<file path="config.mk">
export PLATFORM = sky130hd
export DESIGN_NAME = color_out
export DESIGN_NICKNAME = d
export VERILOG_FILES = /design/src/vid_pkg.sv /design/src/color_out.sv
export SDC_FILE = /design/constraint.sdc
export NUM_CORES = 1
export LEC_CHECK = 0
export ABC_AREA = 1
export BUFFER_PORTS_ARGS = -buffer_cell sky130_fd_sc_hd__buf_2
export CORE_MARGIN = 4
export CORE_UTILIZATION = 61
export CTS_CLUSTER_DIAMETER = 30
export DETAILED_ROUTE_END_ITERATION = 8
export PLACE_DENSITY = 0.75
export SLEW_MARGIN = 10
export SYNTH_ARGS = -nofsm -noshare
export SYNTH_HDL_FRONTEND = slang
export SYNTH_SLANG_ARGS = --single-unit
</file>
<file path="constraint.sdc">
create_clock -name clk -period 1.54 [get_ports clk]
set_clock_uncertainty 0.05 [all_clocks]
set_input_delay 0.154 -clock clk [delete_from_list [all_inputs] [get_ports clk]]
set_output_delay 0.154 -clock clk [all_outputs]
set_load 0.01 [all_outputs]
</file>
<file path="src/vid_pkg.sv">
/* shared types and register map for the bitmap video controller
   addr_t carries a full word, the VRAM only decodes its low VRAM_AW bits
   register numbers are 4 bits, STATUS flags live in the odd (low) byte */
`default_nettype none

package vid_pkg;

typedef logic [15:0] word_t;            // cpu and vram data word
typedef logic [15:0] addr_t;            // vram word address
typedef logic [3:0]  color_t;           // palette index
typedef logic [11:0] rgb_t;             // 4 bits each of r, g, b
typedef logic [1:0]  intr_t;            // one bit per interrupt source

localparam int VBLANK_INTR  = 0;        // first cycle of line V_VIS
localparam int LINE_INTR    = 1;        // start of every hblank

// cpu register numbers
localparam logic [3:0] REG_XM_ADDR  = 4'h0;
localparam logic [3:0] REG_XM_DATA  = 4'h1;
localparam logic [3:0] REG_INT_CTRL = 4'h2;
localparam logic [3:0] REG_PAL_ADDR = 4'h3;
localparam logic [3:0] REG_PAL_DATA = 4'h4;
localparam logic [3:0] REG_STATUS   = 4'h5;

// STATUS bit positions
localparam int ST_BUSY      = 0;
localparam int ST_HBLANK    = 1;
localparam int ST_VBLANK    = 2;

// vram word seen by the cpu, or as four pixels with pix[3] leftmost
typedef union packed {
    word_t          word;
    color_t [3:0]   pix;
} vram_word_u;

typedef struct packed {
    logic           cs;                 // one-cycle access strobe
    logic           rd_nwr;             // 1 read, 0 write
    logic [3:0]     reg_num;
    logic           bytesel;            // 0 = even (high) byte
    logic [7:0]     data;
} bus_req_t;

typedef struct packed {
    logic           sel;                // held until ack
    logic           wr;
    addr_t          addr;
    word_t          data;
} vram_req_t;

typedef struct packed {
    logic           en;                 // single cycle strobe
    color_t         idx;
    rgb_t           rgb;
} pal_wr_t;

typedef struct packed {
    color_t         idx;
    logic           de;
    logic           hsync;
    logic           vsync;
} pix_t;

typedef struct packed {
    rgb_t           rgb;
    logic           de;
    logic           hsync;
    logic           vsync;
} video_out_t;

endpackage

`default_nettype wire

</file>
<file path="src/color_out.sv">
/* 16 entry palette lookup and output stage, 2 cycles from pix_i to video_o
   rgb is forced to black whenever de is low */
`default_nettype none
`timescale 1ns/10ps

module color_out import vid_pkg::*; (
    input  wire logic       clk,
    input  wire logic       reset_i,
    input  wire pix_t       pix_i,
    input  wire pal_wr_t    pal_wr_i,
    output video_out_t      video_o
);

rgb_t           palette [16];
rgb_t           rgb_1;              // looked up colour, stage one
logic           de_1;
logic           hsync_1;
logic           vsync_1;

// palette write port and lookup
always_ff @(posedge clk) begin
    if (pal_wr_i.en) begin
        palette[pal_wr_i.idx] <= pal_wr_i.rgb;
    end
    rgb_1 <= palette[pix_i.idx];
end

always_ff @(posedge clk) begin
    if (reset_i) begin
        de_1        <= 1'b0;
        hsync_1     <= 1'b0;
        vsync_1     <= 1'b0;
        video_o     <= '0;
    end else begin
        // controls follow the lookup
        de_1        <= pix_i.de;
        hsync_1     <= pix_i.hsync;
        vsync_1     <= pix_i.vsync;

        video_o.rgb     <= de_1 ? rgb_1 : '0;   // black outside the visible area
        video_o.de      <= de_1;
        video_o.hsync   <= hsync_1;
        video_o.vsync   <= vsync_1;
    end
end

endmodule

`default_nettype wire

</file>
Word-level counts from Yosys, hierarchy flattened
Memory sizes are Yosys's and may differ from the RTL's. A register that Yosys moved wholly into a read port is not among the register bits.
Index checks and enable logic that the tools add are counted.

cells by class
  add/sub/neg operators = 0
  multipliers = 0
  divide/modulo/power cells = 0
  magnitude comparators = 0
  equal/unequal tests = 0
  shifts and indexed selects = 0
  mux-type cells = 2
  bitwise gates (word level) = 1
  reductions and logical operators = 1

operator list
  operator         count
  $mux 1           2
  $reduce_or 2->1  1
  $not 1->1        1

storage, ports and cells
  register bits = 18
  latch bits = 0
  bits in writable memories = 192
  memory bits (read-only) = 0
  output and inout bits = 15
  memories = 1

memories
  name     depth  width  rd ports  clocked after Yosys merged registers in  write ports  RTL line         source
  palette  16     12     1         1                                        1            color_out.sv:14  rgb_t palette [16];

Logic depth before layout (Yosys ltp)
  depth after elaboration = 2
  mapped depth = 9
  depth with buffers taken out = 7

Worst setup path after synthesis
OpenSTA, ideal clock, no wires.

  path kind = in2reg
  from = input pal_wr_i[14] in the netlist's numbering
  to = memory palette[10][0] in the netlist's numbering, enable pin
  library setup time = 380 ps
  data arrival time = 900 ps
  data required time = 1,110 ps
  setup slack = 210 ps
  cell stages on the path = 2
  path buffers = 0
  cells stage by stage = nand3b_1 -> nor2_1

RTL lines
  item             RTL line         source
  start, declared  color_out.sv:10  input wire pal_wr_t pal_wr_i,
  end, declared    color_out.sv:14

No word-level cell before the write port.

Worst setup path after layout
  from = register video_o[5] in the netlist's numbering
  to = output video_o[5] in the netlist's numbering

RTL lines
  item             RTL line         source
  start, declared  color_out.sv:11  output video_out_t video_o

No word-level cell between the ends.

==> results.yml <==
sta:
  setup_viol: 0
  finalMaxSlewViolations: 0
  rsz0062_at_grt: "no"
  tns_ps: 0
  period_share: 0.737
  setup_ws_ps: 405
  slew_headroom: 0.773
  hold_viol: 0
  min_period_ps: 1140
  fmax_mhz: 881
  tightest_slew_ps: 340
synthesis:
  ys_warn_count: 0
  synth_edf_count: 192
  synth_seq_cells: 222
  yosysTopAreaCell: "edfxtp_1"
  synth_flop_cell: "edfxtp_1"
  syn-instance-count: 869
  synth-seq-area-share: 0.702
  syn_avg_cell_area_um2: 10.4
  synth_area_leaders: "edfxtp_1, nand2_1, nand3_1, inv_1, dfxtp_1"
  synth_top_area_frac: 0.636
  syn_nets: 895
  netlist_area_um2: 9070
  async_flop_share: 0
  synth_common_cells: "nand2_1, edfxtp_1, inv_1"
  ys_types: 13
  yosysMostFrequentCell: "nand2_1"
detailed_routing:
  postRouteAntennaNets: 0
  drc_errors: 0
  num_vias: 6370
  met3_length_um: 1980
  drt-total-wl_um: 21800
  vias_per_cell: 5.41
  wl_per_cell_um: 18.5
  firstDrtPassIters: 6
  wl_met2_um: 11000
  first_iter_violations: 895
  wl_met1_um: 8230
  top_layer: "met4"
grt:
  grtUsageTotal: 0.270
  grt-ovfl-total: 0
  grt_max_degree: 62
  grt_pass1_wl_um: 33900
  grt_pass1_vias: 6327
  antenna_found_initial: 0
setup_path:
  cp-endpoint: "video_o[5]"
  rrSetupSlack_ps: 490
  startpoint_type: "register"
  cp-end-kind: "output pin"
  worst_r2r_endpoint: "rgb_1[11]$_DFF_P_"
  crit_path_top_delay_cell: "dfxtp_1"
  required_ps: 1340
  critical_path_class: "register to output pin"
  r2r_cells: 6
  startpoint: "video_o[5]$_SDFF_PP0_"
  reg2reg_from: "palette[2][11]$_DFFE_PP_"
  cp_num_cells: 1
  path_cells: "buf_2"
  path_max_fanout: 1
  crit_path_max_incr_delay_ps: 300
  crit_buf_inv: 1
  arrival_ps: 930
  crit_family: "flip-flops"
floorplan:
  rows: 44
  chipWidth_um: 130
  initial_core_util: 0.624
  core_area_um2: 14500
  pin_count: 41
  die_y_um: 130
  dieArea_um2: 16900
placed_design:
  gp_congestion: 0.790
  detailedPlace.worstSlack_ps: 298
  io_buffers: 40
  place_hpwl_um: 11600
  dpl-instance-area_um2: 9770
cells_and_area:
  drive_gt1_frac: 0.133
  fill_cells: 908
  fin_util: 0.777
  nets: 990
  n_antenna_cell: 0
  stdcell_area_um2: 11300
  synthToLayoutAreaGrowth_pct: 24.6
worst_hold_path:
  hold_path.class: "input pin to register"
  min_from: "pix_i[5]"
  hold_depth: 4
clock_tree:
  htreeDepth: 2
  ctsResizeCount: 0
  post_cts_buffers: 0
  cts_tree: "done"
  clock_sinks: 222
  cts_hold_buf: 19
  clk_pin_slew_ps: 40
  clockBufferDepth: 3
  clk_latency_ps: 520
  cts_buffers: 40
  root_buffer: "clkbuf_16"
pwr:
  p_total_mw: 16.3
  leakage_nw: 5.01
  irDropWorstVdd_v: 0.00118
  power_density_nw_per_um2: 1440
run_status:
  status: "completed"
run:
  maxCapViolCount: 0
## layer usage
layer	vias to the layer above	track usage
li1	2969	-
met5	-	0
met1	3024	0.354
met2	325	0.449
met3	52	0.0532
met4	0	0.103
## area by class of cell
cell class | instances | area (µm²) | area share
sequential | 222 | 6370 | 0.563
multi-input combinational | 439 | 1840 | 0.163
clock buffer | 57 | 1130 | 0.0997
timing repair buffer | 92 | 888 | 0.0786
inverter | 169 | 637 | 0.0564
tap | 184 | 230 | 0.0204
clock inverter | 15 | 214 | 0.0189
## worst min path at each step
stage,end,slack [ps]
final,rgb_1[11]$_DFF_P_,30
after global routing,rgb_1[11]$_DFF_P_,40
after CTS,rgb_1[11]$_DFF_P_,7
after detailed placement,de_1$_SDFF_PP0_,310
after global placement,hsync_1$_SDFF_PP0_,320
after floorplan,de_1$_SDFF_PP0_,180
## report_power, final
part / switching [mW] / internal, mW
clock network: 2.77 / 5.89
logic: 0.543 / 0.285
registers: 0.0567 / 6.71
total: 3.37 / 12.9
## through the flow
step | std cells | hold slack, ps
floorplan | 869 | 175
global placement | 1087 | 318
detailed placement | 1087 | 310
CTS | 1178 | 7.24
global route | 1178 | 43.8
finish | 1178 | 27.1
## logic make-up (layout without fill, tap and decap cells)
group	count (synthesis)	in the layout	share of synthesized area
and+or+nand+nor	439	439	0.203
DFF	222	222	0.702
buffers and inverters	208	333	0.0955
## registers in the layout, summed over array words and instances, names as in the netlist
| name | flops |
|---|---|
| de_1 | 1 |
| rgb_1 | 12 |
| palette | 192 |
| hsync_1 | 1 |
| vsync_1 | 1 |
| video_o | 15 |
## cells in the final DEF (no fill, tap or decap), drive strengths merged
cell type    instances
nand3              145
nand3b               2
buf                 73
dlygate4sd3         19
clkinv               6
bufinv               5
inv                171
clkinvlp             2
dfxtp               30
nand2              257
clkbuf              57
nor2                35
edfxtp             192
Power figures use the tool's default switching activity.
