### src/vid_pkg.sv
/* shared types and register map for the bitmap video controller
   addr_t carries a full word, the VRAM only decodes its low VRAM_AW bits
   register numbers are 4 bits, STATUS flags live in the odd (low) byte */
`default_nettype none

package vid_pkg;

typedef logic [15:0] word_t;            // cpu and vram data word
typedef logic [15:0] addr_t;            // vram word address
typedef logic [3:0]  color_t;           // palette index
typedef logic [11:0] rgb_t;             // 4 bits each of r, g, b
typedef logic [1:0]  intr_t;            // one bit per interrupt source

localparam int VBLANK_INTR  = 0;        // first cycle of line V_VIS
localparam int LINE_INTR    = 1;        // start of every hblank

// cpu register numbers
localparam logic [3:0] REG_XM_ADDR  = 4'h0;
localparam logic [3:0] REG_XM_DATA  = 4'h1;
localparam logic [3:0] REG_INT_CTRL = 4'h2;
localparam logic [3:0] REG_PAL_ADDR = 4'h3;
localparam logic [3:0] REG_PAL_DATA = 4'h4;
localparam logic [3:0] REG_STATUS   = 4'h5;

// STATUS bit positions
localparam int ST_BUSY      = 0;
localparam int ST_HBLANK    = 1;
localparam int ST_VBLANK    = 2;

// vram word seen by the cpu, or as four pixels with pix[3] leftmost
typedef union packed {
    word_t          word;
    color_t [3:0]   pix;
} vram_word_u;

typedef struct packed {
    logic           cs;                 // one-cycle access strobe
    logic           rd_nwr;             // 1 read, 0 write
    logic [3:0]     reg_num;
    logic           bytesel;            // 0 = even (high) byte
    logic [7:0]     data;
} bus_req_t;

typedef struct packed {
    logic           sel;                // held until ack
    logic           wr;
    addr_t          addr;
    word_t          data;
} vram_req_t;

typedef struct packed {
    logic           en;                 // single cycle strobe
    color_t         idx;
    rgb_t           rgb;
} pal_wr_t;

typedef struct packed {
    color_t         idx;
    logic           de;
    logic           hsync;
    logic           vsync;
} pix_t;

typedef struct packed {
    rgb_t           rgb;
    logic           de;
    logic           hsync;
    logic           vsync;
} video_out_t;

endpackage

`default_nettype wire

### src/video_gen.sv
/* raster timing and bitmap fetch, 4 bits per pixel, H_VIS/4 words per line
   needs H_VIS a multiple of 4 and H_TOTAL >= H_VIS + 4, syncs active high
   outputs are registered and lag the counters by one cycle */
`default_nettype none
`timescale 1ns/10ps

module video_gen import vid_pkg::*; #(
    parameter int H_VIS         = 32,
    parameter int H_TOTAL       = 40,
    parameter int H_SYNC_START  = 34,
    parameter int H_SYNC_END    = 36,
    parameter int V_VIS         = 16,
    parameter int V_TOTAL       = 20,
    parameter int V_SYNC_START  = 17,
    parameter int V_SYNC_END    = 18
) (
    input  wire logic       clk,
    input  wire logic       reset_i,
    output vram_req_t       vram_req_o,
    input  wire logic       vram_ack_i,
    input  wire vram_word_u vram_data_i,
    output pix_t            pix_o,
    output logic            h_blank_o,
    output logic            v_blank_o,
    output intr_t           intr_trigger_o
);

localparam int HW = $clog2(H_TOTAL);
localparam int VW = $clog2(V_TOTAL);

logic [HW-1:0]  h_count;
logic [VW-1:0]  v_count;
logic           h_last;
logic           v_last;
logic           h_vis;
logic           v_vis;
logic           fetch_line;         // words 1.. during the line
logic           fetch_pre;          // word 0 during the previous hblank
logic           fetch_go;
addr_t          fetch_addr;         // runs linearly through the frame
vram_word_u     next_word;
color_t [3:0]   pix_sr;             // pix_sr[3] is the current pixel

assign h_last   = (h_count == HW'(H_TOTAL - 1));
assign v_last   = (v_count == VW'(V_TOTAL - 1));
assign h_vis    = (h_count < HW'(H_VIS));
assign v_vis    = (v_count < VW'(V_VIS));

// one request per 4 pixels, ack comes 1 cycle later, data used 2 cycles after that
assign fetch_line = v_vis && (h_count[1:0] == 2'b00) && (h_count < HW'(H_VIS - 4));
assign fetch_pre  = (h_count == HW'(H_TOTAL - 4)) && (v_last || v_count < VW'(V_VIS - 1));
assign fetch_go   = fetch_line || fetch_pre;

always_ff @(posedge clk) begin
    if (reset_i) begin
        h_count         <= '0;
        v_count         <= '0;
        fetch_addr      <= '0;
        vram_req_o      <= '0;
        pix_o           <= '0;
        h_blank_o       <= 1'b0;
        v_blank_o       <= 1'b0;
        intr_trigger_o  <= '0;
    end else begin
        h_count <= h_last ? '0 : h_count + 1'b1;
        if (h_last) begin
            v_count <= v_last ? '0 : v_count + 1'b1;
        end

        // single cycle select, read only port
        vram_req_o.sel  <= fetch_go;
        vram_req_o.wr   <= 1'b0;
        vram_req_o.addr <= fetch_addr;
        vram_req_o.data <= '0;
        if (fetch_go) begin
            fetch_addr <= fetch_addr + 1'b1;
        end else if (h_count == '0 && v_count == VW'(V_VIS)) begin
            fetch_addr <= '0;           // rewind once per frame in vblank
        end

        pix_o.idx   <= pix_sr[3];
        pix_o.de    <= h_vis && v_vis;
        pix_o.hsync <= (h_count >= HW'(H_SYNC_START)) && (h_count < HW'(H_SYNC_END));
        pix_o.vsync <= (v_count >= VW'(V_SYNC_START)) && (v_count < VW'(V_SYNC_END));
        h_blank_o   <= !h_vis;
        v_blank_o   <= !v_vis;

        intr_trigger_o[VBLANK_INTR] <= (v_count == VW'(V_VIS)) && (h_count == '0);
        intr_trigger_o[LINE_INTR]   <= (h_count == HW'(H_VIS));
    end
end

// fetched word and pixel shift register
always_ff @(posedge clk) begin
    if (vram_ack_i) begin
        next_word <= vram_data_i;
    end
    if (h_count[1:0] == 2'b11 || h_last) begin
        pix_sr <= next_word.pix;                    // load before each group of 4
    end else begin
        pix_sr <= {pix_sr[2:0], color_t'(0)};       // high nibble first
    end
end

endmodule

`default_nettype wire

### config.mk
export PLATFORM = sky130hd
export DESIGN_NAME = video_gen
export DESIGN_NICKNAME = d
export VERILOG_FILES = /design/src/vid_pkg.sv /design/src/video_gen.sv
export SDC_FILE = /design/constraint.sdc
export NUM_CORES = 1
export LEC_CHECK = 0
export BUFFER_PORTS_ARGS = -buffer_cell sky130_fd_sc_hd__buf_2
export CORE_MARGIN = 2
export CORE_UTILIZATION = 55
export CTS_BUF_LIST = sky130_fd_sc_hd__clkbuf_4 sky130_fd_sc_hd__clkbuf_8 sky130_fd_sc_hd__clkbuf_16
export DETAILED_ROUTE_END_ITERATION = 16
export PLACE_DENSITY = 0.76
export RECOVER_POWER = 25
export SLEW_MARGIN = 0
export SYNTH_ARGS = -nofsm -noshare
export SYNTH_HDL_FRONTEND = slang
export SYNTH_SLANG_ARGS = --single-unit
### constraint.sdc
create_clock -name clk -period 4.5 [get_ports clk]
set_clock_uncertainty 0.05 [all_clocks]
set_input_delay 0.225 -clock clk [delete_from_list [all_inputs] [get_ports clk]]
set_output_delay 0.225 -clock clk [all_outputs]
set_load 0.05 [all_outputs]
* After elaboration in Yosys (flattened, before gate mapping)
Index checks and enable logic that the tools add are counted.
** Cells by class
- Magnitude comparators :: 8
- Equality and inequality tests :: 6
- Multiplexer cells :: 4
- Add/subtract/negate cells :: 3
- Reductions and logical operators :: 16
** Operator list (count)
- 16-bit 2-to-1 mux :: 3
- 6-bit == test (second input constant) :: 3
- 16-bit by 1-bit adder with 16-bit output (second input constant) :: 1
- 6-bit < comparator (second input constant) :: 2
- 5-bit == test (second input constant) :: 2
- 5-bit < comparator (second input constant) :: 2
- 1-bit logical AND :: 7
- 6-bit by 1-bit adder with 6-bit output (second input constant) :: 1
- 6-bit >= comparator (second input constant) :: 1
- 6-bit logical NOT :: 1
- 6-bit by 5-bit < comparator with 1-bit output (second input constant) :: 1
- 5-bit by 1-bit adder with 5-bit output (second input constant) :: 1
- 5-bit >= comparator (second input constant) :: 1
- 5-bit by 4-bit < comparator with 1-bit output (second input constant) :: 1
- 5-bit 2-to-1 mux :: 1
- 1-bit logical OR :: 3
- 2-bit == test (second input constant) :: 1
- 1-bit logical NOT :: 2
- 2-bit logical NOT :: 1
- 2-bit nonzero test :: 1
- 2-bit OR reduction :: 1
** Word-level totals
- Word-level logic and storage cells :: 56
- Output and inout bits :: 45
- Bits in registers :: 104
- Bits of input ports :: 19

* Depth between registers and ports, before layout
- Depth after elaboration :: 5
- Gate-level depth with buffers :: 8
- Depth with buffers taken out :: 7

* Worst setup path after synthesis
Ideal clock, no wire load.
- Path type :: reg-to-reg
- Start :: register v_count[0]
- End :: register fetch_addr[11]
- Path slack :: 2.718 ns
- Buffers on the path :: 1
- Data required time :: 4.344 ns
- Library setup time :: 0.106 ns
- Cell stages (with the launch flop) :: 8
- Clock period less this slack :: 1.782 ns
- Arrival :: 1.626 ns
- Path through :: dfxtp_1 > ha_1 > nor2b_1 > o211a_4 > a2111oi_4 > buf_6 > nand2_1 > o311ai_0
** Between the ends
- Longest elaborated chain between the ends :: 5
- Elaborated cells between the ends (all ways) :: 12
- Those cells by class :: 2 x order compare; 2 x eq/ne; 1 x mux; 7 x reduce/logical
** RTL lines
- from (decl) :: line video_gen.sv:32 : logic [VW-1:0] v_count;
- from (signal assigned) :: line video_gen.sv:67 : v_count <= v_last ? '0 : v_count + 1'b1;
- 5-bit < comparator, or another cell as far along :: line video_gen.sv:47 : assign v_vis = (v_count < VW'(V_VIS));
- 1-bit logical AND or 1-bit logical OR (tied branches) :: line video_gen.sv:50, video_gen.sv:51
- 1-bit logical AND (on tied branches) :: line video_gen.sv:50, video_gen.sv:51
- 1-bit logical OR :: line video_gen.sv:52 : assign fetch_go = fetch_line || fetch_pre;
- 16-bit 2-to-1 mux or 2-bit nonzero test (tied branches)
- to (signal assigned) :: line video_gen.sv:76 : fetch_addr <= fetch_addr + 1'b1;
- to (decl) :: line video_gen.sv:40 : addr_t fetch_addr;
Parallel ways exist; a longest one is shown, timed or not.
A chain may end at the register's enable or synchronous reset.

==> results by group <==
Status
  – Outcome: finished with violations
  – Failing checks: capacitance limit, slew limit

Global routing
  – Tot GR Track Use: 18.09%
  – Overflow after GRT: 0
  – First-pass GRT wire length: approximately 9000 um
  – Number of global-route vias before repair: approximately 2000
  – Largest net degree at the start of global routing: 34
  – Initial antenna violation count: 0

Clock network
  – Num CTS Buffers: 9
  – CTS resizes: 0
  – CTS tree: done
  – CTS root buf: clkbuf_8
  – Worst skew pair latency: 0.35 ns
  – Clk slew on worst S/H paths: approximately 0.09 ns
  – Longest Clk Path Bufs: 2
  – H-tree depth: 3
  – Post-CTS Setup Bufs: 0
  – Num Clock Sinks: just under 90

Critical path
  – Crit path required time: approximately 4.7 ns
  – Critical Path Source Type: input pin
  – CP endpoint kind: register
  – WS Path Type: in -> reg
  – Crit path max fanout: 33
  – Arr. time, crit path: around 2.7 ns

Die
  – Cell row count: 28
  – Die area: 0.006672 mm^2
  – Core footprint: between 0.005 and 0.006 mm^2
  – Die Y: ~82 um
  – Initial cell density of the core: between 50% and 60%
  – # IOs: 64
  – Die width: roughly 82 um

Finish
  – Fillcell total: 466
  – Layout area overhead: 16.92%
  – Nets: around 380
  – Share of layout cells above drive strength 1: a little over a fifth
  – Ant diodes: 0
  – Commonest cells after routing, fill and taps aside: dfxtp_1 (71), buf_2 (44), nor2b_1 (22)
  – Most common cell after layout, fill and taps aside: dfxtp_1

Synth
  – Yosys top cell by area: dfxtp_1
  – Yosys Warn Count: 0
  – Ys async rst share: 0%
  – Synth Register Bits: 87
  – Synth top area cells: dfxtp_1 (43%), edfxtp_1 (14%), nor2b_1 (4.1%)
  – Post-Syn Area per Cell: 11.25 um^2
  – Main synth FF type: dfxtp_1
  – Netlist cell types: 42
  – Seq/Total Area, Yosys: a little under three fifths
  – EDFF count, synth: 16
  – Mapped Area: ~0.0033 mm^2
  – Cells after Synth: around 300
  – Synth top area share: a little over two fifths

Run
  – Total of max-cap violations: 1

STA
  – Final setup violation count: 0
  – Slew margin rel.: -1.665%
  – Minimum clock period: 2.554 ns
  – Pins Over Slew Limit: 34
  – RSZ-0062 raised after global routing: no
  – Setup TNS: 0 ns
  – Slew @ Worst Pin: 1.525 ns
  – FMAX: 391.6 MHz
  – Fin worst setup slack: 1.946 ns
  – Final Cycle Share: between 50 and 60%
  – Final hold violation count: 0

Pwr
  – Power density cells: around 390 mW/mm^2
  – Leakage: about 0.0016 uW
  – VDD IR max: 0.0002580 V

Placed design
  – Pre-CTS setup slack: between 2 and 2.5 ns
  – Global placement routability congestion: a little over 0.8
  – Port Buf Inserts: 46
  – Detailed placement HPWL: 3425 um

Routing
  – Total wire length: 5545 um
  – WL/cell: roughly 13 um
  – Starting DRC count in detailed routing: slightly below 80
  – Final ANT Viol Nets: 0
  – Avg Vias per Cell: around 5
  – Via count of the routed design: 2191
  – DRC viols: 0
  – First drt pass iteration count: 4

Min path
  – Worst Hold Class: reg -> reg
sequential cells by signal, summed over array words and instances, names as in the netlist:
name,count
vram_req_o,17
fetch_addr,16
next_word,16
pix_sr,16
pix_o,7
h_count,6
v_count,5
intr_trigger_o,2
h_blank_o,1
v_blank_o,1
power breakdown:
part	switching [uW]	total (uW)	internal [uW]	leakage [uW]
combinational	93.5	137	43.7	0.000782
clock	278	540	262	0.0000994
sequential	13.1	839	826	0.000732
Yosys cell counts, drive strengths merged (8+ instances only):
library cell and n:
dfxtp 71, nor2b 22, buf 21, edfxtp 16, nand2 15, nand3 14
mux2 12, and2 11, inv 11, nor2 11, a21oi 10, o21ai 9
or3 8
layout make-up:
cell class / count / area (um^2) / area share, %
Clock buffer: 9 / 123.9 / 3.191
Clock inverter: 7 / 78.83 / 2.031
Inverter: 11 / 41.29 / 1.064
Multi-Input combinational cell: 186 / 1254 / 32.30
Sequential cell: 87 / 1902 / 49.00
Tap cell: 75 / 93.84 / 2.418
Timing Repair Buffer: 62 / 387.9 / 9.994
worst paths after layout:
| path | from | endpoint | slack, ns | cells past startpoint |
|---|---|---|---|---|
| hold reg to reg | pix_sr[12]$_DFF_P_ | pix_o[3]$_SDFF_PP0_ | 0.39 | 1 |
| hold / removal | pix_sr[12]$_DFF_P_ | pix_o[3]$_SDFF_PP0_ | 0.39 | 1 |
| setup reg to reg | h_count[1]$_SDFF_PP0_ | v_count[2]$_SDFFE_PP0N_ | 2.25 | 5 |
| setup / recovery | reset_i | fetch_addr[2]$_SDFFE_PP0P_ | 1.95 | 7 |
kinds of logic after synthesis:
kind of cell	count (synthesis)	synth area share, %
other	1	0.1130
muxes	15	4.976
xor gates and xnor gates	9	2.375
buffers and inverters	38	6.747
and+or+nand+nor	108	18.85
DFF	87	57.29
adders and majority gates	6	2.262
AOI/OAI and AO/OA	31	7.389
routing by layer:
metal  up-vias  share of wire (%)  global-route usage [%]
li1       1107                  -                       -
met1      1015                 44                   22.12
met2        57                 50                   29.84
met3        12                4.1                   4.396
met4         0                2.1                   9.167
met5         -                  0                       0
worst max-delay path: stages:
cell and delay (ns):
clkbuf_1 1.08, inv_1 0.31, and4_1 0.31, a31oi_4 0.32, inv_2 0.21, a21oi_1 0.18, mux2i_1 0.09
stage by stage:
stage | utilization [%] | instances | hold WS, ns | power (uW) | instance area, um^2
after floorplan | - | 311 | 0.2541 | 967.9 | 3379
after CTS | 65.99 | 437 | 0.2388 | 1528 | 3884
final | 65.94 | 437 | 0.3918 | 1517 | 3881
after global routing | 65.94 | 437 | 0.4112 | 1575 | 3881
after detailed placement | 59.82 | 405 | 0.3531 | 982.9 | 3521
after global placement | 59.82 | 405 | 0.3515 | 979.1 | 3521
what timing repair did:
item / CTS / global route
hold endpoints to repair: 16 / 0
hold buffers: 16 / 0
endpoints found under the setup margin: 0 / 0
Note: power is estimated with default switching activity, not from simulation.
