File: config.mk
export PLATFORM = sky130hd
export DESIGN_NAME = reg_interface
export DESIGN_NICKNAME = d
export VERILOG_FILES = /design/src/vid_pkg.sv /design/src/reg_interface.sv
export SDC_FILE = /design/constraint.sdc
export NUM_CORES = 1
export LEC_CHECK = 0
export ABC_CLOCK_PERIOD_IN_PS = 2500
export BUFFER_PORTS_ARGS = -buffer_cell sky130_fd_sc_hd__buf_2
export CORE_ASPECT_RATIO = 1.5
export CORE_UTILIZATION = 31
export CTS_CLUSTER_SIZE = 14
export DETAILED_ROUTE_END_ITERATION = 8
export HOLD_SLACK_MARGIN = 0.02
export PLACE_DENSITY = 0.57
export SYNTH_ARGS = -nofsm -noshare
export SYNTH_HDL_FRONTEND = slang
export SYNTH_SLANG_ARGS = --single-unit
File: constraint.sdc
create_clock -name clk -period 2.5 [get_ports clk]
set_clock_uncertainty 0.1 [all_clocks]
set_input_delay 0.25 -clock clk [delete_from_list [all_inputs] [get_ports clk]]
set_output_delay 0.25 -clock clk [all_outputs]
set_load 0.02 [all_outputs]
File: src/vid_pkg.sv
/* shared types and register map for the bitmap video controller
   addr_t carries a full word, the VRAM only decodes its low VRAM_AW bits
   register numbers are 4 bits, STATUS flags live in the odd (low) byte */
`default_nettype none

package vid_pkg;

typedef logic [15:0] word_t;            // cpu and vram data word
typedef logic [15:0] addr_t;            // vram word address
typedef logic [3:0]  color_t;           // palette index
typedef logic [11:0] rgb_t;             // 4 bits each of r, g, b
typedef logic [1:0]  intr_t;            // one bit per interrupt source

localparam int VBLANK_INTR  = 0;        // first cycle of line V_VIS
localparam int LINE_INTR    = 1;        // start of every hblank

// cpu register numbers
localparam logic [3:0] REG_XM_ADDR  = 4'h0;
localparam logic [3:0] REG_XM_DATA  = 4'h1;
localparam logic [3:0] REG_INT_CTRL = 4'h2;
localparam logic [3:0] REG_PAL_ADDR = 4'h3;
localparam logic [3:0] REG_PAL_DATA = 4'h4;
localparam logic [3:0] REG_STATUS   = 4'h5;

// STATUS bit positions
localparam int ST_BUSY      = 0;
localparam int ST_HBLANK    = 1;
localparam int ST_VBLANK    = 2;

// vram word seen by the cpu, or as four pixels with pix[3] leftmost
typedef union packed {
    word_t          word;
    color_t [3:0]   pix;
} vram_word_u;

typedef struct packed {
    logic           cs;                 // one-cycle access strobe
    logic           rd_nwr;             // 1 read, 0 write
    logic [3:0]     reg_num;
    logic           bytesel;            // 0 = even (high) byte
    logic [7:0]     data;
} bus_req_t;

typedef struct packed {
    logic           sel;                // held until ack
    logic           wr;
    addr_t          addr;
    word_t          data;
} vram_req_t;

typedef struct packed {
    logic           en;                 // single cycle strobe
    color_t         idx;
    rgb_t           rgb;
} pal_wr_t;

typedef struct packed {
    color_t         idx;
    logic           de;
    logic           hsync;
    logic           vsync;
} pix_t;

typedef struct packed {
    rgb_t           rgb;
    logic           de;
    logic           hsync;
    logic           vsync;
} video_out_t;

endpackage

`default_nettype wire

File: src/reg_interface.sv
/* cpu register bus decode, vram access port, palette writes and interrupts
   even byte write loads the holding byte, odd byte write completes the word
   XM_ADDR and XM_DATA accesses are ignored while ST_BUSY is set */
`default_nettype none
`timescale 1ns/10ps

module reg_interface import vid_pkg::*; #(
    parameter int VRAM_AW = 10
) (
    input  wire logic       clk,
    input  wire logic       reset_i,
    input  wire bus_req_t   bus_i,
    output logic [7:0]      bus_data_o,
    output logic            bus_intr_o,
    output vram_req_t       vram_req_o,
    input  wire logic       vram_ack_i,
    input  wire vram_word_u vram_data_i,
    output pal_wr_t         pal_wr_o,
    input  wire logic       h_blank_i,
    input  wire logic       v_blank_i,
    input  wire intr_t      intr_trigger_i
);

localparam addr_t ADDR_MASK = addr_t'((32'd1 << VRAM_AW) - 1);   // wrap inside vram

localparam logic [1:0] S_IDLE   = 2'd0;
localparam logic [1:0] S_WR     = 2'd1;     // word write pending
localparam logic [1:0] S_RD     = 2'd2;     // read-ahead pending

logic [1:0]     state;
logic [7:0]     hold_byte;          // even byte waiting for its odd half
addr_t          xm_addr;
word_t          rd_data;            // last read-ahead word
color_t         pal_idx;
intr_t          intr_mask;
intr_t          intr_status;        // pending interrupts
intr_t          intr_clear;
logic           wr_even;
logic           wr_odd;
logic           busy;
word_t          wr_word;
word_t          rd_word;
addr_t          addr_inc;

assign wr_even  = bus_i.cs && !bus_i.rd_nwr && !bus_i.bytesel;
assign wr_odd   = bus_i.cs && !bus_i.rd_nwr && bus_i.bytesel;
assign wr_word  = {hold_byte, bus_i.data};
assign busy     = (state != S_IDLE);
assign addr_inc = (xm_addr + 1'b1) & ADDR_MASK;

// odd byte write of INT_CTRL acks pending bits
assign intr_clear = (wr_odd && bus_i.reg_num == REG_INT_CTRL) ? bus_i.data[1:0] : '0;

// register read mux
always_comb begin
    rd_word = '0;
    case (bus_i.reg_num)
        REG_XM_ADDR:    rd_word = xm_addr;
        REG_XM_DATA:    rd_word = rd_data;
        REG_INT_CTRL:   rd_word = {6'b0, intr_mask, 6'b0, intr_status};  // mask even, pending odd
        REG_PAL_ADDR:   rd_word = word_t'(pal_idx);
        REG_STATUS: begin
            rd_word[ST_BUSY]    = busy;
            rd_word[ST_HBLANK]  = h_blank_i;
            rd_word[ST_VBLANK]  = v_blank_i;
        end
        default: ;
    endcase
end

// holding byte and read data
always_ff @(posedge clk) begin
    if (wr_even) begin
        hold_byte <= bus_i.data;
    end
    if (bus_i.cs && bus_i.rd_nwr) begin
        bus_data_o <= bus_i.bytesel ? rd_word[7:0] : rd_word[15:8];   // holds until next read
    end
    if (state == S_RD && vram_ack_i) begin
        rd_data <= vram_data_i.word;
    end
end

always_ff @(posedge clk) begin
    if (reset_i) begin
        state       <= S_IDLE;
        vram_req_o  <= '0;
        xm_addr     <= '0;
        pal_idx     <= '0;
        pal_wr_o    <= '0;
        intr_mask   <= '0;
        intr_status <= '0;
        bus_intr_o  <= 1'b0;
    end else begin
        pal_wr_o.en <= 1'b0;                // strobe

        // pulse only for new, unmasked triggers
        bus_intr_o  <= |(intr_trigger_i & intr_mask & ~intr_status);
        intr_status <= (intr_status | intr_trigger_i) & ~intr_clear;

        if (wr_even && bus_i.reg_num == REG_INT_CTRL) begin
            intr_mask <= bus_i.data[1:0];
        end

        if (wr_odd) begin
            case (bus_i.reg_num)
                REG_XM_ADDR: if (!busy) begin
                    xm_addr         <= wr_word & ADDR_MASK;
                    vram_req_o.sel  <= 1'b1;        // read-ahead at new address
                    vram_req_o.wr   <= 1'b0;
                    vram_req_o.addr <= wr_word & ADDR_MASK;
                    state           <= S_RD;
                end
                REG_XM_DATA: if (!busy) begin
                    vram_req_o.sel  <= 1'b1;
                    vram_req_o.wr   <= 1'b1;
                    vram_req_o.addr <= xm_addr;
                    vram_req_o.data <= wr_word;
                    state           <= S_WR;
                end
                REG_PAL_ADDR: pal_idx <= wr_word[3:0];
                REG_PAL_DATA: begin
                    pal_wr_o.en     <= 1'b1;
                    pal_wr_o.idx    <= pal_idx;
                    pal_wr_o.rgb    <= wr_word[11:0];
                    pal_idx         <= pal_idx + 1'b1;  // auto increment
                end
                default: ;
            endcase
        end

        case (state)
            S_WR: if (vram_ack_i) begin
                xm_addr         <= addr_inc;
                vram_req_o.wr   <= 1'b0;            // sel stays up, now a read-ahead
                vram_req_o.addr <= addr_inc;
                state           <= S_RD;
            end
            S_RD: if (vram_ack_i) begin
                vram_req_o.sel  <= 1'b0;
                state           <= S_IDLE;
            end
            default: ;
        endcase
    end
end

endmodule

`default_nettype wire

Word level (Yosys, flattened, before mapping)
Index checks and enable logic that the tools add are counted.
{"block": "word_totals", "register_bits": 110, "word_cells": 77}
{"block": "op_classes", "n_addsub": 2, "n_eq_ne": 7, "mux": 27, "n_bitwise": 8, "n_reduce_logical": 17}
{"cell": "two-way mux 16 bit", "count": 6}
{"cell": "two-way mux 34 bit", "count": 2}
{"cell": "case mux 13 bit (4 select lines)", "count": 1}
{"cell": "two-way mux 17 bit", "count": 3}
{"cell": "case mux 18 bit (2 select lines)", "count": 1}
{"cell": "two-way mux 18 bit", "count": 1}
{"cell": "case mux 3 bit (5 select lines)", "count": 1}
{"cell": "two-way mux 2 bit", "count": 6}
{"cell": "adder 10 x 1 -> 10 bit (second input constant)", "count": 1}
{"cell": "== test 4 x 2 -> 1 bit (second input constant)", "count": 2}
{"cell": "== test 4 x 3 -> 1 bit (second input constant)", "count": 2}
{"cell": "two-way mux 8 bit", "count": 1}
{"cell": "case mux 2 bit (2 select lines)", "count": 2}
{"cell": "case mux 4 bit (2 select lines)", "count": 1}
{"cell": "logical AND 1 bit", "count": 7}
{"cell": "AND 2 bit", "count": 3}
{"cell": "adder 4 x 1 -> 4 bit (second input constant)", "count": 1}
{"cell": "== test 4 x 1 -> 1 bit (second input constant)", "count": 1}
{"cell": "zero test 4 bit", "count": 1}
{"cell": "inverter 2 bit", "count": 2}
{"cell": "AND reduction 2 bit", "count": 2}
{"cell": "nonzero test 2 bit", "count": 2}
{"cell": "OR reduction 2 bit", "count": 2}
{"cell": "AND reduction 3 bit", "count": 1}
{"cell": "6 further kinds", "count": 9}

Depth between registers and ports, before layout
{"block": "depth", "word_depth": 7, "ltp_mapped": 8, "mapped_depth_nobuf": 6}

Worst setup path after synthesis
Ideal clock, no wire load.
{"block": "synth_timing", "path_type": "reg2reg", "startpoint": "register state[0]", "endpoint": "register vram_req_o[18] in the netlist's numbering", "setup_time_ns": 0.137, "arrival_ns": 1.597, "required_time_ns": 2.263, "setup_slack_ns": 0.666, "stages_incl_launch_ff": 8, "synth_period_minus_slack_ns": 1.834, "path_cell_list": "dfxtp_1 > inv_1 > ha_1 > and4b_1 > and2_1 > clkbuf_1 > a222oi_1 > a211oi_1"}
{"block": "synth_between", "elab_chain_cells": 6, "elab_cells_between_ends": 8}
{"element": "from (decl)", "line_no": "reg_interface.sv:30", "text": "logic [1:0] state;"}
{"element": "from (signal assigned)", "line_no": "reg_interface.sv:86", "text": "state <= S_IDLE;"}
{"element": "from (signal assigned)", "line_no": "reg_interface.sv:112", "text": "state <= S_RD;"}
{"element": "from (signal assigned)", "line_no": "reg_interface.sv:119", "text": "state <= S_WR;"}
{"element": "nonzero test 2 bit", "line_no": "reg_interface.sv:48", "text": "assign busy = (state != S_IDLE);"}
{"element": "two-way mux 34 bit / two-way mux 18 bit (equally long branches)", "line_no": "reg_interface.sv:114, reg_interface.sv:107"}
{"element": "case mux 18 bit (2 select lines)", "line_no": "reg_interface.sv:106", "text": "case (bus_i.reg_num)"}
{"element": "two-way mux 34 bit", "line_no": "reg_interface.sv:105", "text": "if (wr_odd) begin"}
{"element": "two-way mux 17 bit", "line_no": "reg_interface.sv:133", "text": "S_WR: if (vram_ack_i) begin"}
{"element": "two-way mux 17 bit *", "line_no": "reg_interface.sv:132", "text": "case (state)"}
{"element": "to (decl)", "line_no": "reg_interface.sv:15", "text": "output vram_req_t vram_req_o,"}
Every way passes the cells marked *; elsewhere a longest branch is shown, timed or not.
A chain may end at the register's enable or synchronous reset.

Worst setup path in the final report
{"block": "layout_timing", "startpoint": "register state[0]", "endpoint": "register xm_addr[6]"}
{"block": "layout_between", "elab_chain_cells": 6, "elab_cells_between_ends": 7}
{"element": "nonzero test 2 bit", "line_no": "reg_interface.sv:48"}
{"element": "two-way mux 16 bit", "line_no": "reg_interface.sv:107", "text": "REG_XM_ADDR: if (!busy) begin"}
{"element": "two-way mux 16 bit", "line_no": "reg_interface.sv:106"}
{"element": "two-way mux 16 bit", "line_no": "reg_interface.sv:105"}
{"element": "two-way mux 16 bit", "line_no": "reg_interface.sv:133"}
{"element": "two-way mux 16 bit *", "line_no": "reg_interface.sv:132"}
{"element": "to (signal assigned)", "line_no": "reg_interface.sv:108", "text": "xm_addr <= wr_word & ADDR_MASK;"}
{"element": "to (signal assigned)", "line_no": "reg_interface.sv:134", "text": "xm_addr <= addr_inc;"}
{"element": "to (decl)", "line_no": "reg_interface.sv:32", "text": "addr_t xm_addr;"}
Marked as above.

==> impl_results.md <==
* Status: finished, final reports clean
* Fraction of the mapped netlist area in compound gates at 0.162
* Worst-case clock buffer depth at 2
* Antenna violations before repair at 0
* Mean routed wirelength per cell at 17.0 um
* Core outline area at 0.0158 mm^2
* Largest net degree at the start of global routing at 36
* CP Data Required Time at 2670 ps
* Total negative setup slack at 0 ps
* IO Count at 98
* DR DRC count at 0
* Routability congestion estimate at 0.791
* Cell type contributing the most total cell area after synthesis: dfxtp_1
* DRT antenna net count at 0
* Worst IR drop on VDD at 0.000345 V
* Source-to-sink clock delay at the later pin of the worst-skew pair at 350 ps
* Mux share of post-synthesis cell area at 0.0542
* Total of buffers placed on input and output ports at 97
* Drt initial violations at 270
* H-tree depth reported by CTS at 3
* Die span in y at 158 um
* CTS buffer count at 9
* Tightest Hold Check Type: in2reg
* Total number of placement rows at 56
* Category of the most critical setup path: reg2reg
* Cell at the root of the clock tree: clkbuf_16
* Die width at 106 um
* Main combinational cell family by area after synthesis: simple AND/OR/NAND/NOR gates
* Commonest non-fill, non-tap cells in the layout: 97 x buf_2, 84 x nand2_1, 78 x dfxtp_1
* Die footprint at 0.0167 mm^2
* Crit path buf inv count at 1
* Clock tree from TritonCTS: done
* Final HPWL from detailed placement at 9910 um
* Upper clock frequency limit at 0.475 GHz
* Worst endpoint data arrival time at 2270 ps
* DR pass1 iterations at 5
* Overall Power at 3670 uW
* Total power per unit cell area at 600 mW/mm^2
* Post-Synth XOR/XNOR Area at 0.00871
* Leakage at 0.00234 uW
* Layout overhead on the synthesized area at 21.7%
* Diode insertion count for antenna repair at 0
* Overflow after GRT at 0
* Family with the most delay on the worst path: compound AO/OA/AOI/OAI gates
* Total setup violations reported at the end of the flow at 0
* Filler cell count in the final layout at 1598
* RSZ-0062 raised after global routing: no
* Flip-flop and latch count after synthesis at 110
* Minimum clock period at 2110 ps
* Series of cell instances along the critical path: inv_1 -> ha_1 -> and4b_1 -> a21oi_1 -> o21ai_0 -> a21oi_1
* Routed WL at 13900 um
* Fraction of the cycle the final worst path needs at 0.843
* Post-synthesis cell count at 513
* Share of final-layout standard cells stronger than drive strength 1 at 0.248
* Yosys Warn Count at 0
* Slew Viols, Final at 0
* Simple-Gate Fraction of Synth Area at 0.211
* Post-Synthesis Cell Area at 0.00503 mm^2
* Detail-routed via count per cell at 5.10
* Post-synth top flop: dfxtp_1
* Clock transition at path regs at 80 ps
* Async SR Flop Fraction at 0
* Number of setup buffers added after CTS at 0
* Clock sink count at 110
* Largest cells by area after synthesis: dfxtp_1 31%, edfxtp_1 19%, nand2_1 6.3%
* Average cell area after synthesis at 9.80 um^2
* Number of enable flip-flop cells after synthesis at 32
* Overall track demand over capacity in global routing at 0.170
* Rel. slew slack at 0.492
* Most common cell after layout, fill and taps aside: buf_2
* Slowest cell on crit path: a21oi_1
* Share of synthesized cell area in full adder, half adder and majority cells at 0.0149
* Net count of the mapped netlist at 557
* Startpoint type of the worst setup path: flop
* Max-cap viol count at 0
* Final hold violation count at 0
* Cell type with the highest occurrence count on the critical path: a21oi_1
* Sort of element at the end of the critical path: flop
* Vias after detailed routing at 4177
* Vias in the first global route at 4037
* Highest net fanout along the worst path at 9
* Pin slew with the least headroom to its limit at 763 ps
* First-pass GRT wire length at 21900 um
* Cell variety after synth at 63
* CTS resizes at 0
* Maximum single-stage delay on the critical path at 440 ps
* Part of the Yosys area used for sequential elements at 0.502
* Initial Utilization at 0.319
* Share of Yosys cell area claimed by the top area cell type at 0.311
* Final nets at 655
-- final timing paths --
path | start | endpoint | slack (ps) | cells after the start
max | state[0] | xm_addr[6] | 390 | 6
min | bus_i[4] | hold_byte[4] | 70 | 1
max reg2reg | state[0] | xm_addr[6] | 390 | 6
min reg2reg | pal_wr_o[3] | pal_wr_o[3] | 350 | 2
-- metal layers --
metal | part of all wire | vias to the layer above | track usage
li1 | - | 2042 | -
met1 | 0.43 | 1984 | 0.209
met2 | 0.51 | 138 | 0.298
met3 | 0.046 | 13 | 0.0333
met4 | 0.015 | 0 | 0.0536
met5 | 0 | - | 0
-- stage by stage --
stage / area [um^2] / hold slack, ps / worst slack [ps] / utilization / cells
floorplan: 5030 / 246 / 666 / - / 513
global placement: 5630 / 327 / 432 / 0.357 / 787
detailed placement: 5630 / 328 / 321 / 0.357 / 787
CTS: 6120 / 63.4 / 423 / 0.388 / 819
global route: 6120 / 63.4 / 256 / 0.388 / 819
finish: 6120 / 71.3 / 393 / 0.388 / 819
-- report_power, final --
| part | internal [uW] | leakage (uW) | switching [uW] |
|---|---|---|---|
| clock | 864 | 0.000163 | 707 |
| combinational | 93.8 | 0.00125 | 142 |
| sequential | 1850 | 0.000927 | 14.5 |
-- registers in the layout (all words and copies together) (netlist names), 2 cells and up --
signal       cells
xm_addr         16
state            2
vram_req_o      34
pal_wr_o        17
hold_byte        8
rd_data         16
intr_status      2
pal_idx          4
bus_data_o       8
intr_mask        2
-- cell type report --
| class | count | area [um^2] | area share |
|---|---|---|---|
| Clock inverter | 6 | 83.8 | 0.0137 |
| Sequential cell | 110 | 2520 | 0.412 |
| Inverter | 4 | 15.0 | 0.00245 |
| Multi-Input combinational cell | 362 | 2270 | 0.370 |
| Clock buffer | 10 | 250 | 0.0409 |
| Tap cell | 203 | 254 | 0.0415 |
| Timing Repair Buffer | 124 | 728 | 0.119 |
-- cells in the mapped netlist, drive strengths merged (2+ instances only) --
cell	count
a211oi	7
a21o	2
a21oi	60
a221oi	4
a222oi	4
a22oi	6
a31o	2
a31oi	11
and2	18
and3	9
and4	2
buf	18
clkbuf	18
dfxtp	78
edfxtp	32
ha	6
inv	4
mux2	4
mux2i	16
mux4	3
nand2	86
nand2b	6
nand3	19
nand3b	7
nor2	25
nor2b	2
nor3	7
nor3b	3
nor4	3
nor4b	3
o21a	2
o21ai	15
o21bai	5
o22ai	4
o31ai	3
or3	2
or4	2
xnor2	4
-- timing repair --
item                                   4_1_cts  5_1_grt
hold buffers                                16        0
endpoints found under the hold margin       16        0
setup endpoints to repair                    0        0
-- cells by family (layout without fill, tap and decap cells) --
group	Yosys count	count (layout)
AND/OR/NAND/NOR	200	200
adder cells (fa/ha/maj)	6	6
buffers and inverters	41	144
flip-flops	110	110
XOR/XNOR	5	5
multiplexers	23	23
AO/OA/AOI/OAI	128	128
Note: power is estimated with default switching activity, not from simulation.
